==> src/verilog/mouse_pkg.sv <==
//////////////////////////////////////////////////
// PS/2 mouse shared types
// Byte, receiver and report structs, command codes
//////////////////////////////////////////////////

`default_nettype none

package mouse_pkg;

   // One PS/2 data byte
   typedef logic [7:0] ps2_byte_t;

   // Received frame with its error flag
   typedef struct packed {
      ps2_byte_t data;
      // Start, stop or parity fault
      logic      frame_error;
   } rx_byte_t;

   // Decoded movement report
   typedef struct packed {
      logic        button_l;
      logic        button_m;
      logic        button_r;
      logic        x_ovf;
      logic        y_ovf;
      // Sign-extended movement
      logic [11:0] x_move;
      logic [11:0] y_move;
   } mouse_report_t;

   //////////////////////////////////////////////////
   // Protocol bytes
   //////////////////////////////////////////////////

   // Read Data, the mouse answers with one packet
   localparam ps2_byte_t CMD_READ_DATA = 8'hEB;

   // Acknowledge sent ahead of every reply
   localparam ps2_byte_t RESP_ACK = 8'hFA;

endpackage

`default_nettype wire

==> src/verilog/ps2_line_filter.sv <==
//////////////////////////////////////////////////
// PS/2 line filter
// Syncs both lines, debounces clock, flags falls
//////////////////////////////////////////////////

`timescale 1ns/1ps
`default_nettype none

module ps2_line_filter #(
   parameter int FILTER_LEN = 8
) (
   input  logic clk,
   input  logic reset,
   input  logic ps2_clk_in,
   input  logic ps2_data_in,
   output logic clk_fall,
   output logic data_bit
);

   localparam int CNT_W = $clog2(FILTER_LEN + 1);

   // Two-stage synchronizers, idle lines are high
   logic [1:0]       clk_sync;
   logic [1:0]       data_sync;
   // Accepted clock level
   logic             clk_level;
   logic [CNT_W-1:0] stable_cnt;

   always_ff @(posedge clk) begin
      if (reset) begin
         clk_sync   <= 2'b11;
         data_sync  <= 2'b11;
         clk_level  <= 1'b1;
         stable_cnt <= '0;
         clk_fall   <= 1'b0;
      end else begin
         clk_sync  <= {clk_sync[0], ps2_clk_in};
         data_sync <= {data_sync[0], ps2_data_in};
         clk_fall  <= 1'b0;
         if (clk_sync[1] == clk_level) begin
            // Glitch or no change, start over
            stable_cnt <= '0;
         end else if (stable_cnt == CNT_W'(FILTER_LEN - 1)) begin
            clk_level  <= clk_sync[1];
            stable_cnt <= '0;
            // Only a high to low change is an edge
            clk_fall   <= clk_level;
         end else begin
            stable_cnt <= stable_cnt + 1'b1;
         end
      end
   end

   // Data settles while clock is high, no debounce needed
   assign data_bit = data_sync[1];

endmodule

`default_nettype wire

==> src/verilog/ps2_rx.sv <==
//////////////////////////////////////////////////
// PS/2 receiver
// Shifts in 11-bit device frames, checks framing
//////////////////////////////////////////////////

`timescale 1ns/1ps
`default_nettype none

module ps2_rx (
   input  logic                clk,
   input  logic                reset,
   input  logic                clk_fall,
   input  logic                data_bit,
   input  logic                rx_enable,
   output mouse_pkg::rx_byte_t rx_byte,
   output logic                rx_valid
);

   // Falling edges seen so far in this frame
   logic [3:0]  bit_cnt;
   // Start, data, parity, oldest bit at position 0
   logic [9:0]  shift_q;
   // Whole frame once the stop bit arrives
   logic [10:0] frame;
   logic        frame_bad;

   assign frame = {data_bit, shift_q};

   // Start must be 0, stop 1, data plus parity odd
   assign frame_bad = frame[0] | ~frame[10] | ~(^frame[9:1]);

   //////////////////////////////////////////////////
   // Bit counter
   //////////////////////////////////////////////////

   always_ff @(posedge clk) begin
      if (reset) begin
         bit_cnt  <= '0;
         rx_valid <= 1'b0;
      end else begin
         rx_valid <= 1'b0;
         if (!rx_enable) begin
            // Disabled, drop any partial frame
            bit_cnt <= '0;
         end else if (clk_fall) begin
            if (bit_cnt == 4'd10) begin
               bit_cnt  <= '0;
               rx_valid <= 1'b1;
            end else begin
               bit_cnt <= bit_cnt + 1'b1;
            end
         end
      end
   end

   // Shift register and output byte
   always_ff @(posedge clk) begin
      if (rx_enable && clk_fall) begin
         shift_q <= {data_bit, shift_q[9:1]};
         if (bit_cnt == 4'd10) begin
            // Data goes out even when framing failed
            rx_byte.data        <= frame[8:1];
            rx_byte.frame_error <= frame_bad;
         end
      end
   end

endmodule

`default_nettype wire

==> src/verilog/ps2_tx.sv <==
//////////////////////////////////////////////////
// PS/2 transmitter
// Sends one host-to-device command byte
//////////////////////////////////////////////////

`timescale 1ns/1ps
`default_nettype none

module ps2_tx #(
   // Keep above FILTER_LEN plus sync delay so the
   // filter has seen our own clock pull first
   parameter int INHIBIT_CYCLES = 2500
) (
   input  logic                 clk,
   input  logic                 reset,
   input  logic                 clk_fall,
   input  logic                 data_bit,
   input  logic                 tx_start,
   input  mouse_pkg::ps2_byte_t tx_data,
   output logic                 tx_done,
   output logic                 tx_error,
   output logic                 ps2_clk_drive_low,
   output logic                 ps2_data_drive_low
);

   localparam int INH_W = $clog2(INHIBIT_CYCLES + 1);

   typedef enum logic [1:0] {
      ST_IDLE,
      ST_INHIBIT,
      ST_RTS,
      ST_SHIFT
   } state_t;

   state_t           state;
   logic [INH_W-1:0] inhibit_cnt;
   // Device clock edges in the shift phase
   logic [3:0]       edge_cnt;
   // Stop, parity and data, next bit at position 0
   logic [9:0]       tx_shift;

   // Host owns the clock only before request-to-send ends
   assign ps2_clk_drive_low = (state == ST_INHIBIT) || (state == ST_RTS);

   //////////////////////////////////////////////////
   // Control FSM
   //////////////////////////////////////////////////

   always_ff @(posedge clk) begin
      if (reset) begin
         state              <= ST_IDLE;
         inhibit_cnt        <= '0;
         edge_cnt           <= '0;
         ps2_data_drive_low <= 1'b0;
         tx_done            <= 1'b0;
         tx_error           <= 1'b0;
      end else begin
         tx_done  <= 1'b0;
         tx_error <= 1'b0;
         case (state)
            ST_IDLE: begin
               if (tx_start) begin
                  state       <= ST_INHIBIT;
                  inhibit_cnt <= '0;
               end
            end
            ST_INHIBIT: begin
               if (inhibit_cnt == INH_W'(INHIBIT_CYCLES - 1)) begin
                  // Start bit doubles as request-to-send
                  state              <= ST_RTS;
                  ps2_data_drive_low <= 1'b1;
               end else begin
                  inhibit_cnt <= inhibit_cnt + 1'b1;
               end
            end
            ST_RTS: begin
               // Release clock, device starts clocking
               state    <= ST_SHIFT;
               edge_cnt <= '0;
            end
            ST_SHIFT: begin
               if (clk_fall) begin
                  if (edge_cnt == 4'd10) begin
                     // Eleventh edge, device holds ack low
                     tx_done  <= 1'b1;
                     tx_error <= data_bit;
                     state    <= ST_IDLE;
                  end else begin
                     // Data bits, parity, then stop releases data
                     ps2_data_drive_low <= ~tx_shift[0];
                     edge_cnt           <= edge_cnt + 1'b1;
                  end
               end
            end
            default: state <= ST_IDLE;
         endcase
      end
   end

   // Frame load and shift
   always_ff @(posedge clk) begin
      if (state == ST_IDLE && tx_start) begin
         // Odd parity over data
         tx_shift <= {1'b1, ~^tx_data, tx_data};
      end else if (state == ST_SHIFT && clk_fall && edge_cnt != 4'd10) begin
         tx_shift <= {1'b1, tx_shift[9:1]};
      end
   end

endmodule

`default_nettype wire

==> src/verilog/mouse_poller.sv <==
//////////////////////////////////////////////////
// Mouse poller
// Credit-gated Read Data polls, packet decode
//////////////////////////////////////////////////

`timescale 1ns/1ps
`default_nettype none

module mouse_poller #(
   parameter int CREDITS       = 2,
   parameter int REPLY_TIMEOUT = 50000
) (
   input  logic                     clk,
   input  logic                     reset,
   input  mouse_pkg::rx_byte_t      rx_byte,
   input  logic                     rx_valid,
   input  logic                     tx_done,
   input  logic                     tx_error,
   input  logic                     report_credit,
   output logic                     tx_start,
   output mouse_pkg::ps2_byte_t     tx_data,
   output logic                     rx_enable,
   output mouse_pkg::mouse_report_t report,
   output logic                     report_valid
);

   localparam int CREDIT_W = $clog2(CREDITS + 1);
   localparam int TIMER_W  = $clog2(REPLY_TIMEOUT + 1);

   typedef enum logic [1:0] {
      ST_IDLE,
      ST_SEND,
      ST_REPLY,
      // Bad byte seen, wait for the device to go quiet
      ST_FLUSH
   } state_t;

   state_t                   state;
   logic [CREDIT_W-1:0]      credit_count;
   // 0 ack, 1 status, 2 X, 3 Y
   logic [1:0]               byte_idx;
   logic [TIMER_W-1:0]       idle_timer;
   logic                     timer_expired;
   logic                     byte_bad;
   mouse_pkg::ps2_byte_t     status_q;
   mouse_pkg::ps2_byte_t     x_q;

   assign tx_data       = mouse_pkg::CMD_READ_DATA;
   assign rx_enable     = (state == ST_REPLY) || (state == ST_FLUSH);
   assign timer_expired = idle_timer == TIMER_W'(REPLY_TIMEOUT - 1);
   assign byte_bad      = rx_byte.frame_error ||
                          (byte_idx == 2'd0 && rx_byte.data != mouse_pkg::RESP_ACK);

   //////////////////////////////////////////////////
   // Credit counter
   //////////////////////////////////////////////////

   always_ff @(posedge clk) begin
      if (reset) begin
         credit_count <= CREDIT_W'(CREDITS);
      end else if (report_credit && !report_valid) begin
         credit_count <= credit_count + 1'b1;
      end else if (report_valid && !report_credit) begin
         credit_count <= credit_count - 1'b1;
      end
   end

   //////////////////////////////////////////////////
   // Poll FSM
   //////////////////////////////////////////////////

   always_ff @(posedge clk) begin
      if (reset) begin
         state        <= ST_IDLE;
         tx_start     <= 1'b0;
         report_valid <= 1'b0;
         byte_idx     <= '0;
         idle_timer   <= '0;
      end else begin
         tx_start     <= 1'b0;
         report_valid <= 1'b0;
         case (state)
            ST_IDLE: begin
               // Credit spent by a report this cycle is not yet counted down
               if (credit_count != '0 && !report_valid) begin
                  state    <= ST_SEND;
                  tx_start <= 1'b1;
               end
            end
            ST_SEND: begin
               if (tx_done) begin
                  if (tx_error) begin
                     state <= ST_IDLE;
                  end else begin
                     state      <= ST_REPLY;
                     byte_idx   <= '0;
                     idle_timer <= '0;
                  end
               end
            end
            ST_REPLY: begin
               if (rx_valid) begin
                  idle_timer <= '0;
                  if (byte_bad) begin
                     state <= ST_FLUSH;
                  end else begin
                     byte_idx <= byte_idx + 1'b1;
                     if (byte_idx == 2'd3) begin
                        report_valid <= 1'b1;
                        state        <= ST_IDLE;
                     end
                  end
               end else if (timer_expired) begin
                  // Silent device, give up on this poll
                  state <= ST_IDLE;
               end else begin
                  idle_timer <= idle_timer + 1'b1;
               end
            end
            ST_FLUSH: begin
               // Rest of the packet is discarded
               if (rx_valid) begin
                  idle_timer <= '0;
               end else if (timer_expired) begin
                  state <= ST_IDLE;
               end else begin
                  idle_timer <= idle_timer + 1'b1;
               end
            end
            default: state <= ST_IDLE;
         endcase
      end
   end

   // Byte capture and report decode
   always_ff @(posedge clk) begin
      if (state == ST_REPLY && rx_valid && !rx_byte.frame_error) begin
         case (byte_idx)
            2'd1: status_q <= rx_byte.data;
            2'd2: x_q      <= rx_byte.data;
            2'd3: begin
               // Status: yovf xovf ysgn xsgn 1 mid right left
               report.button_l <= status_q[0];
               report.button_r <= status_q[1];
               report.button_m <= status_q[2];
               report.x_ovf    <= status_q[6];
               report.y_ovf    <= status_q[7];
               // 9-bit two's complement widened to 12
               report.x_move   <= {{4{status_q[4]}}, x_q};
               report.y_move   <= {{4{status_q[5]}}, rx_byte.data};
            end
            default: ;
         endcase
      end
   end

endmodule

`default_nettype wire

==> src/verilog/ps2_mouse.sv <==
//////////////////////////////////////////////////
// PS/2 mouse host controller
//////////////////////////////////////////////////

`timescale 1ns/1ps
`default_nettype none

module ps2_mouse #(
   parameter int FILTER_LEN     = 8,
   parameter int INHIBIT_CYCLES = 2500,
   parameter int CREDITS        = 2,
   parameter int REPLY_TIMEOUT  = 50000
) (
   input  logic                     clk,
   input  logic                     reset,
   input  logic                     ps2_clk_in,
   input  logic                     ps2_data_in,
   input  logic                     report_credit,
   output logic                     ps2_clk_drive_low,
   output logic                     ps2_data_drive_low,
   output mouse_pkg::mouse_report_t report,
   output logic                     report_valid
);

   // Filtered line events
   logic                 clk_fall;
   logic                 data_bit;
   // Receiver to poller
   mouse_pkg::rx_byte_t  rx_byte;
   logic                 rx_valid;
   logic                 rx_enable;
   // Poller to transmitter and back
   mouse_pkg::ps2_byte_t tx_data;
   logic                 tx_start;
   logic                 tx_done;
   logic                 tx_error;

   ps2_line_filter #(
      .FILTER_LEN(FILTER_LEN)
   ) i_filter (
      .clk        (clk),
      .reset      (reset),
      .ps2_clk_in (ps2_clk_in),
      .ps2_data_in(ps2_data_in),
      .clk_fall   (clk_fall),
      .data_bit   (data_bit)
   );

   // Listens only, never drives the lines
   ps2_rx i_rx (
      .clk      (clk),
      .reset    (reset),
      .clk_fall (clk_fall),
      .data_bit (data_bit),
      .rx_enable(rx_enable),
      .rx_byte  (rx_byte),
      .rx_valid (rx_valid)
   );

   ps2_tx #(
      .INHIBIT_CYCLES(INHIBIT_CYCLES)
   ) i_tx (
      .clk               (clk),
      .reset             (reset),
      .clk_fall          (clk_fall),
      .data_bit          (data_bit),
      .tx_start          (tx_start),
      .tx_data           (tx_data),
      .tx_done           (tx_done),
      .tx_error          (tx_error),
      .ps2_clk_drive_low (ps2_clk_drive_low),
      .ps2_data_drive_low(ps2_data_drive_low)
   );

   mouse_poller #(
      .CREDITS      (CREDITS),
      .REPLY_TIMEOUT(REPLY_TIMEOUT)
   ) i_poller (
      .clk          (clk),
      .reset        (reset),
      .rx_byte      (rx_byte),
      .rx_valid     (rx_valid),
      .tx_done      (tx_done),
      .tx_error     (tx_error),
      .report_credit(report_credit),
      .tx_start     (tx_start),
      .tx_data      (tx_data),
      .rx_enable    (rx_enable),
      .report       (report),
      .report_valid (report_valid)
   );

endmodule

`default_nettype wire

==> config.mk <==
export PLATFORM = sky130hd
export DESIGN_NAME = ps2_mouse
export DESIGN_NICKNAME = d
export VERILOG_FILES = /design/src/verilog/mouse_pkg.sv /design/src/verilog/ps2_line_filter.sv /design/src/verilog/ps2_rx.sv /design/src/verilog/ps2_tx.sv /design/src/verilog/mouse_poller.sv /design/src/verilog/ps2_mouse.sv
export SDC_FILE = /design/constraint.sdc
export NUM_CORES = 1
export LEC_CHECK = 0
export BUFFER_PORTS_ARGS = -buffer_cell sky130_fd_sc_hd__buf_4
export CAP_MARGIN = 20
export CORE_MARGIN = 3
export CORE_UTILIZATION = 30
export DETAILED_ROUTE_END_ITERATION = 8
export HOLD_SLACK_MARGIN = 0.1
export PLACE_DENSITY = 0.52
export SETUP_SLACK_MARGIN = 0.02
export SLEW_MARGIN = 20
export SYNTH_ARGS = -nofsm -noshare
export SYNTH_HDL_FRONTEND = slang
export SYNTH_SLANG_ARGS = --single-unit
==> constraint.sdc <==
create_clock -name clk -period 2.48 [get_ports clk]
set_clock_uncertainty 0.15 [all_clocks]
set_input_delay 0.496 -clock clk [delete_from_list [all_inputs] [get_ports clk]]
set_output_delay 0.496 -clock clk [all_outputs]
set_load 0.1 [all_outputs]
==> summary.md, run 1 <==
The net count of the finished layout is 477, and the proportion of register bits with asynchronous set or reset after synthesis is 0%. In this run, the number of DRC markers left after iteration 0 of detailed routing was 132. The number of H-tree levels is 4, and the biggest fanout along the worst timing path is 23. The most numerous cell in the Yosys netlist was sky130_fd_sc_hd__dfxtp_1.

The logs give 31.4% for the effective utilization at floorplan and 52 for the number of distinct library cells after synthesis. The DRC violation count after routing is 0, and the average detailed-routed wire length per instance is 12.8 µm. Clock period minus final worst setup slack: 2.15 ns. The actual transition at the worst max-transition pin was 0.601 ns. For this run, the leading register cell type out of synthesis is sky130_fd_sc_hd__dfxtp_1. For the final number of hold-violating endpoints, the log shows 0. TritonCTS built the clock tree. The routability congestion estimate from global placement is 0.763, and the synthesized instance count is 409. After clock tree synthesis, the setup repair step added 0 buffers. The tools report the maximum frequency from static timing analysis as 0.465 GHz. The number of antenna diodes in the final layout is 0.

The run gives 0.655 mV as the worst voltage drop across the vdd grid. Endpoint of the worst hold path: i_filter.data_sync[0]. For flop-to-flop paths, the worst setup slack is 0.33 ns.

The chip height works out to 134 µm. Counting the buffers created by CTS gives 17. The count of antenna-violating nets left after detailed routing is 0.

The later pin in the worst-skew pair is clocked with a latency of 0.41 ns. Count of TritonRoute iterations in the first routing pass: 4. The run gives 15500 µm² as the placeable core region.

In this run, synthesis inferred 57 flip-flops with an integrated enable. For this design the ratio of total power to cell area is 841 nW/µm². The fraction of final layout cells with drive strength greater than 1 is 18.1%, and the pin count of the biggest net entering global routing is 31.

The first global-routing pass estimated 15000 µm of wire. The critical path goes through inv_1 > nor3_1 > and2_1 > buf_4. Overall power consumption: 0.00501 W. From synthesis to final layout, the design area changed by 22.1%. In the global route stage, overall resource usage came out at 10.5%. Chip width: 134 µm.

The logs give 5830 µm for the detailed placement HPWL and 59.7% for the remaining max-slew budget at the tightest pin. Clock-pin slew was measured on the worst setup and hold paths at 0.06 ns. The mapped netlist covers 4880 µm². The largest incremental delay on the critical path is 0.51 ns.

Gate family responsible for the most delay along the worst path: simple AND/OR/NAND/NOR gates. The critical path is of the reg2reg type. The number of antenna violations at the first check in global routing is 0, and the share of the clock period used by the worst path is 86.8%.

Slowest library cell on the worst path: sky130_fd_sc_hd__dfxtp_1. In this run the core area contains 45 standard-cell rows. The via count of the first global-routing pass came out at 3089. The count of input and output buffers is 36. In this run the worst hold path is classified as in2reg. End of the worst register-to-register path: i_poller.report[4]. Before CTS, the worst setup slack after placement is 0.342 ns. 37 I/O pins were placed. By area the synthesized netlist is led by sky130_fd_sc_hd__edfxtp_1 35%, sky130_fd_sc_hd__dfxtp_1 27%, sky130_fd_sc_hd__xor2_1 3.8%, sky130_fd_sc_hd__ha_1 3.6%, sky130_fd_sc_hd__nor2_1 3.5%. Summing the sequential cell areas from Yosys gives 61.8% of the chip area. Summed over all cells, the static leakage comes to 2.13 nW. At the worst endpoint, the required time is 2.41 ns. Summed over its instances, the top area cell type makes up 35.1% of the synthesized netlist area. The total number of clock tree sinks was 122; the total buffers and inverters traversed by the critical path was 2. Setup repair after global routing left no endpoint under its margin. For this block, the routed nets add up to 8740 µm of wire. The tools report the sort of element at the start of the critical path as a register. The max capacitance violation total was 0; the via total after detailed routing was 3102. Data on the critical path arrives at its endpoint at 2.08 ns.

The ratio of routed vias to standard cells works out to 4.56. The count of fill cells added during filler insertion is 1551, and the number of pins with negative max-slew slack in the final report is 0. By count the netlist is led by 65 x sky130_fd_sc_hd__dfxtp_1, 57 x sky130_fd_sc_hd__edfxtp_1, 46 x sky130_fd_sc_hd__nor2_1.

The clock passes through at most 2 buffers. The flip-flop and latch count after synthesis works out to 122. The flow ran to the end, and the final reports show no timing, DRC or antenna violations. Total setup violations reported at the end of the flow: 0. For this run, the number of Yosys warnings is 0. Dividing the synthesized area by the synthesized cell count gives 11.9 µm².

In this run the clock root is driven by a sky130_fd_sc_hd__clkbuf_16. The number of cells on the worst reg-to-reg path is 4. Largest area contributor in the synthesized netlist: sky130_fd_sc_hd__edfxtp_1. The launch point of the worst hold path is ps2_data_in. Total negative slack: 0 ns. The die covers 17800 µm². Along the worst hold path, the cell count comes to 2.

The launching point of the worst reg2reg path is i_poller.state[1]. The kind of end point of the critical path is a register. In the post-route analysis, the smallest setup slack over all paths is 0.328 ns.

The post-synth net total was 428. The total overflow left after global routing is 0.
[per-stage QoR]
| step | area (µm²) | hold slack (ns) | cells | utilization, % |
|---|---|---|---|---|
| 2_1_floorplan | 4880 | 0.239 | 409 | - |
| 3_3_place_gp | 5370 | 0.242 | 649 | 34.6 |
| 3_5_place_dp | 5370 | 0.245 | 649 | 34.6 |
| 4_1_cts | 5960 | 0.112 | 681 | 38.3 |
| 5_1_grt | 5960 | 0.133 | 681 | 38.3 |
| 6_report | 5960 | 0.140 | 681 | 38.3 |
[area by class of cell]
class                   instances  area (µm²)  share of cell area, %
flip-flops and latches        122        3010                   50.6
inverters                      12        45.0                  0.756
repair buffers                 42         318                   5.34
well taps                     211         264                   4.43
multi-input cells             263        1740                   29.3
clock inverters                13         144                   2.42
clock buffers                  18         429                   7.21
[metal layers]
| layer | vias to the layer above | track usage (%) | share of wire [%] |
|---|---|---|---|
| met5 | - | 0 | 0 |
| met3 | 14 | 3.29 | 4.1 |
| met4 | 0 | 5.83 | 2.4 |
| met1 | 1477 | 12.9 | 47 |
| li1 | 1557 | - | - |
| met2 | 54 | 16.4 | 46 |
[cell usage in the layout, fill, tap and decap left out, drive strengths merged, types with 3 or more instances in the layout]
master     n
and2       4
nand4     11
clkbuf    18
and3      12
o21ai     11
o211ai     3
dfxtp     65
xor2      21
nor2b      5
buf       41
inv       16
clkinvlp   4
nand2     23
ha        14
nor3       9
edfxtp    57
nand3     15
xnor2     17
nand2b     6
or3        3
nor2      46
nand3b     5
nor4b      3
or2        4
mux2i      6
clkinv     3
a21oi     15
[state kept, by name (all words and copies together) (netlist names), 2 cells and up]
name / cells
i_filter.clk_sync: 2
i_filter.data_sync: 2
i_filter.stable_cnt: 4
i_poller.byte_idx: 2
i_poller.credit_count: 2
i_poller.idle_timer: 16
i_poller.report: 23
i_poller.state: 2
i_poller.status_q: 7
i_poller.x_q: 8
i_rx.bit_cnt: 4
i_rx.rx_byte: 9
i_rx.shift_q: 10
i_tx.edge_cnt: 4
i_tx.inhibit_cnt: 12
i_tx.state: 2
i_tx.tx_shift: 5
[cell families after synthesis]
group	after synthesis	synth area share, %
AO/OA/AOI/OAI	43	5.90
XOR/XNOR	38	6.82
adder cells (fa/ha/maj)	14	3.59
buffers and inverters	24	2.62
flip-flops	122	61.8
multiplexers	7	1.46
AND/OR/NAND/NOR	161	17.8
[worst reg2reg max path: stages (launching register included)]
cell,delay [ns]
sky130_fd_sc_hd__dfxtp_1,0.51
sky130_fd_sc_hd__inv_1,0.23
sky130_fd_sc_hd__nor3_1,0.45
sky130_fd_sc_hd__and2_1,0.19
sky130_fd_sc_hd__buf_4,0.29
[where the power goes]
part	internal (W)	switching [W]
Sequential	0.00212	0.0000295
Clock	0.00148	0.000899
Combinational	0.000163	0.000317
[timing repair]
item / CTS / global route
setup endpoints to repair: 0 / 0
hold buffers: 1 / 0
resized for setup: 0 / 0
endpoints found under the hold margin: 1 / 0
[worst max-delay path by stage]
stage	slack, ns	to	startpoint	depth (start not counted)
6_report	0.33	i_poller.report[4]	i_poller.state[1]	4
5_1_grt	0.16	i_poller.report[16]	i_poller.state[1]	4
4_1_cts	0.33	i_poller.report[7]	i_poller.state[1]	4
3_5_place_dp	0.34	i_poller.report[8]	i_poller.state[1]	4
3_3_place_gp	0.46	i_poller.report[24]	i_poller.state[1]	4
2_1_floorplan	0.23	i_poller.credit_count[1]	i_poller.report_valid	5
Note: power is estimated with default switching activity, not from simulation.
==> run 2, diff against run 1 <==
--- a/config.mk
+++ b/config.mk
@@ -5,13 +5,14 @@
 export SDC_FILE = /design/constraint.sdc
 export NUM_CORES = 1
 export LEC_CHECK = 0
-export BUFFER_PORTS_ARGS = -buffer_cell sky130_fd_sc_hd__buf_4
+export ABC_AREA = 1
+export BUFFER_PORTS_ARGS = -buffer_cell sky130_fd_sc_hd__buf_2
 export CAP_MARGIN = 20
 export CORE_MARGIN = 3
 export CORE_UTILIZATION = 30
 export DETAILED_ROUTE_END_ITERATION = 8
 export HOLD_SLACK_MARGIN = 0.1
-export PLACE_DENSITY = 0.52
+export PLACE_DENSITY = 0.51
 export SETUP_SLACK_MARGIN = 0.02
 export SLEW_MARGIN = 20
 export SYNTH_ARGS = -nofsm -noshare
==> run 2 against run 1 <==
Die area grew 12%; register-to-register slack better by 0.24 ns; area after synthesis rose by 13%; worst setup slack worse by 0.080 ns; worst hold slack worse by 0.0014 ns; critical endpoint is now ps2_clk_drive_low; first-iteration DRC count rose by 45%; critical path depth fell by 1; flip-flop and latch count is the same.
==> summary.md, run 2 <==
The flow ran to the end, and the final reports show no timing, DRC or antenna violations. The number of enable flip-flop cells after synthesis was 57. The routed layout has 4074 vias. The path with the worst hold slack has its endpoint at i_filter.data_sync[0]. The fraction of final layout cells with drive strength greater than 1 came out at 16.8%. The most common cell after layout, fill and taps aside is sky130_fd_sc_hd__nand2_1. In the final timing run, aggregate negative setup slack is 0 ns. The number of warnings reported in the yosys synthesis log is 0. The worst hold path belongs to the class in2reg. The pin count of the biggest net entering global routing came out at 24. Yosys attributes the largest share of cell area to sky130_fd_sc_hd__edfxtp_1 31%, sky130_fd_sc_hd__dfxtp_1 24%, sky130_fd_sc_hd__nand2_1 9.1%, sky130_fd_sc_hd__nor2_1 5.3%, sky130_fd_sc_hd__inv_1 4.3%. The flip-flop and latch count after synthesis is 122, and the count of antenna-violating nets left after detailed routing is 0.

Critical path class: reg2out. The cell count after synthesis came out at 616. The logs give 48 for the total number of placement rows and 0 for the number of antenna violations at the first check in global routing. In this run the most critical hold path is launched from ps2_data_in. In the final routing, the length of wire on met1 measures 5140 µm.

The detailed router finished its first iteration with 191 violations. For this run, the top clock speed supported by timing is 0.448 GHz. Once layout is complete, the utilization of the core stands at 36.7%.

Setup violations remaining at the end of the flow were counted as 0. The placeable core region is 17700 µm². In this run, CTS created clock tree buffers numbering 17. The portion of synthesized cell area occupied by the leading cell type works out to 31.1%. The global-route total usage across every layer is 11.5%. The register with the most flip-flops in the layout has 23 of them. After detailed routing, the number of vias per cell comes to 4.54. From left edge to right edge, the die measures 141 µm. At the worst endpoint, the required time is 1.83 ns.

The register-to-register setup slack is 0.57 ns, and the chip height is 141 µm. The proportion of register bits with asynchronous set or reset after synthesis is 0%. The register with the most flip-flops in the final layout is i_poller.report. Sequential cells were found to cover 54.7% of the synthesized design area. Highest metal layer used by the detailed router: met4. The arrival time at the worst endpoint was 1.59 ns.

DRC violation count after routing: 0. Setup repair after global routing left no endpoint under its margin. In this run the static leakage power is 2.37 nW.

The average detailed-routed wire length per instance was 12.1 µm. The floorplan step defined a die boundary enclosing 20000 µm². Count of input and output buffers: 36. Sorting the synthesized cells by how often they occur yields 134 x sky130_fd_sc_hd__nand2_1, 78 x sky130_fd_sc_hd__nor2_1, 65 x sky130_fd_sc_hd__dfxtp_1.

In this run the worst path has a maximum fanout of 3. The logs give 122 for the total number of clock tree sinks and 0.138 ns for the worst-case hold slack. Summed over all nets, wire length on met3 after detailed routing comes to 468 µm.

The tools report the total met2 wirelength after detailed routing as 5060 µm. TritonCTS built the clock tree. Pin placement for this block handled 37 I/O pins.

The clock period minus final worst setup slack came out at 2.23 ns. The global-route wire length before repair was 18500 µm. Detailed placement finished with a half-perimeter wire length of 7680 µm.

Clock tree synthesis selected as its root buffer the cell sky130_fd_sc_hd__clkbuf_16. When the netlist entered floorplanning its net count stood at 635. After global routing the overflow that remains totals 0. Launching point of the worst reg2reg path: i_poller.idle_timer[0]. Along the worst hold path, the cell count comes to 2. The actual transition at the worst max-transition pin came out at 0.495 ns.

The antenna diode count was 0; the count of fill cells added during filler insertion was 1804. In the layout the commonest cells are 134 x sky130_fd_sc_hd__nand2_1, 77 x sky130_fd_sc_hd__nor2_1, 65 x sky130_fd_sc_hd__dfxtp_1. In this run, post-CTS repair resized a total of 0 instances. The number of H-tree levels was 4. Wires add up to 10900 µm.

The first TritonRoute pass finished after 4 iterations. Across the run, the number of max-cap violations was 0. The initial utilization of the core area, before any placement, comes to 31.2%. At the end of routability-driven placement, the weighted congestion stood at 0.899.

The number of distinct library cells after synthesis was 38; the power per cell area was 898 nW/µm². The tools report the final number of hold-violating endpoints as 0. The worst register-to-register path ends at i_poller.idle_timer[1]. The path depth of the worst reg2reg path was 11. The run gives 2 as the number of buffers between clock root and the deepest sink. The sort of element at the start of the critical path is a register.

The synthesis-to-layout area growth was 17.6%; the clock-pin slew on the worst setup and hold paths was 0.06 ns. At the end of the flow, the number of nets in the layout was 678. The worst pin sits at a relative slew slack of 67.2%. The run gives 3941 as the via count of the first global-routing pass.

The largest registers in the layout are i_poller.report: 23 flops, i_poller.idle_timer: 16 flops, i_tx.inhibit_cnt: 12 flops. The worst setup path is captured at an output pin. By instance count, the leading cell after synthesis is sky130_fd_sc_hd__nand2_1. The mean instance size in the synthesized netlist is 8.94 µm², and the worst voltage drop across the vdd grid is 0.866 mV. Among all flip-flop cells after synthesis, the most frequent one is sky130_fd_sc_hd__dfxtp_1.

The final critical path takes up 90.0% of the cycle. The largest area contributor in the synthesized netlist is sky130_fd_sc_hd__edfxtp_1. After synthesis the cells add up to 5510 µm². The clock reaches the later pin of the worst-skew pair after 0.42 ns. The number of pins with negative max-slew slack in the final report came out at 0.
[run 2: final cells by class]
cell class	count	area, µm²	area share (%)
tap	225	282	4.35
sequential	122	3010	46.5
multi-input combinational	407	2110	32.6
clock buffer	18	429	6.63
timing repair buffer	45	250	3.86
inverter	66	250	3.86
clock inverter	14	140	2.16
[run 2: worst max-delay path by stage]
stage	from	endpoint	slack [ns]	cells past startpoint
floorplan	i_poller.state[1]	i_poller.report[0]	0.06	6
global placement	i_poller.idle_timer[0]	i_poller.idle_timer[1]	0.62	11
detailed placement	i_poller.idle_timer[0]	i_poller.idle_timer[1]	0.57	11
CTS	i_tx.state[0]	ps2_clk_drive_low	0.22	3
global route	i_tx.state[0]	ps2_clk_drive_low	0.16	3
finish	i_tx.state[0]	ps2_clk_drive_low	0.25	3
[run 2: cell families (layout without fill, tap and decap cells)]
logic type                 count (synthesis)  count (layout)  synth area share (%)
xor gates and xnor gates                  16              16                  2.54
buffers and inverters                     87             143                  7.00
DFF                                      122             122                  54.7
adders and majority gates                 14              14                  3.18
and+or+nand+nor                          316             316                  26.0
AOI/OAI and AO/OA                         61              61                  6.59
[run 2: where the power goes]
part           internal [W]  leakage [nW]  switching, W  total, W
Sequential          0.00217          1.04     0.0000640   0.00223
Combinational      0.000308          1.06      0.000905   0.00121
Clock               0.00140         0.273      0.000967   0.00237
[run 2: routing by layer]
layer	track usage, %	vias to the layer above
met5	0	-
met4	5.30	0
met3	3.54	23
met2	18.6	77
li1	-	2115
met1	14.1	1859
[run 2: worst max-delay path, cell delays in order (launching register included)]
cell and delay [ns]:
sky130_fd_sc_hd__dfxtp_1 0.36, sky130_fd_sc_hd__inv_1 0.08, sky130_fd_sc_hd__ha_1 0.29, sky130_fd_sc_hd__buf_2 0.42
[run 2: repair_timing]
item / 4_1_cts / 5_1_grt
buffers inserted: 0 / 0
endpoints found under the hold margin: 1 / 0
setup endpoints to repair: 0 / 0
hold buffers: 1 / 0
[run 2: metrics by stage]
step / worst slack (ns) / total power (W) / std cells / cell area [µm²]
final: 0.248 / 0.00581 / 897 / 6480
after global routing: 0.161 / 0.00615 / 897 / 6480
after CTS: 0.224 / 0.00589 / 897 / 6480
after detailed placement: 0.571 / 0.00349 / 864 / 5900
after global placement: 0.622 / 0.00347 / 864 / 5900
after floorplan: 0.0596 / 0.00334 / 616 / 5510
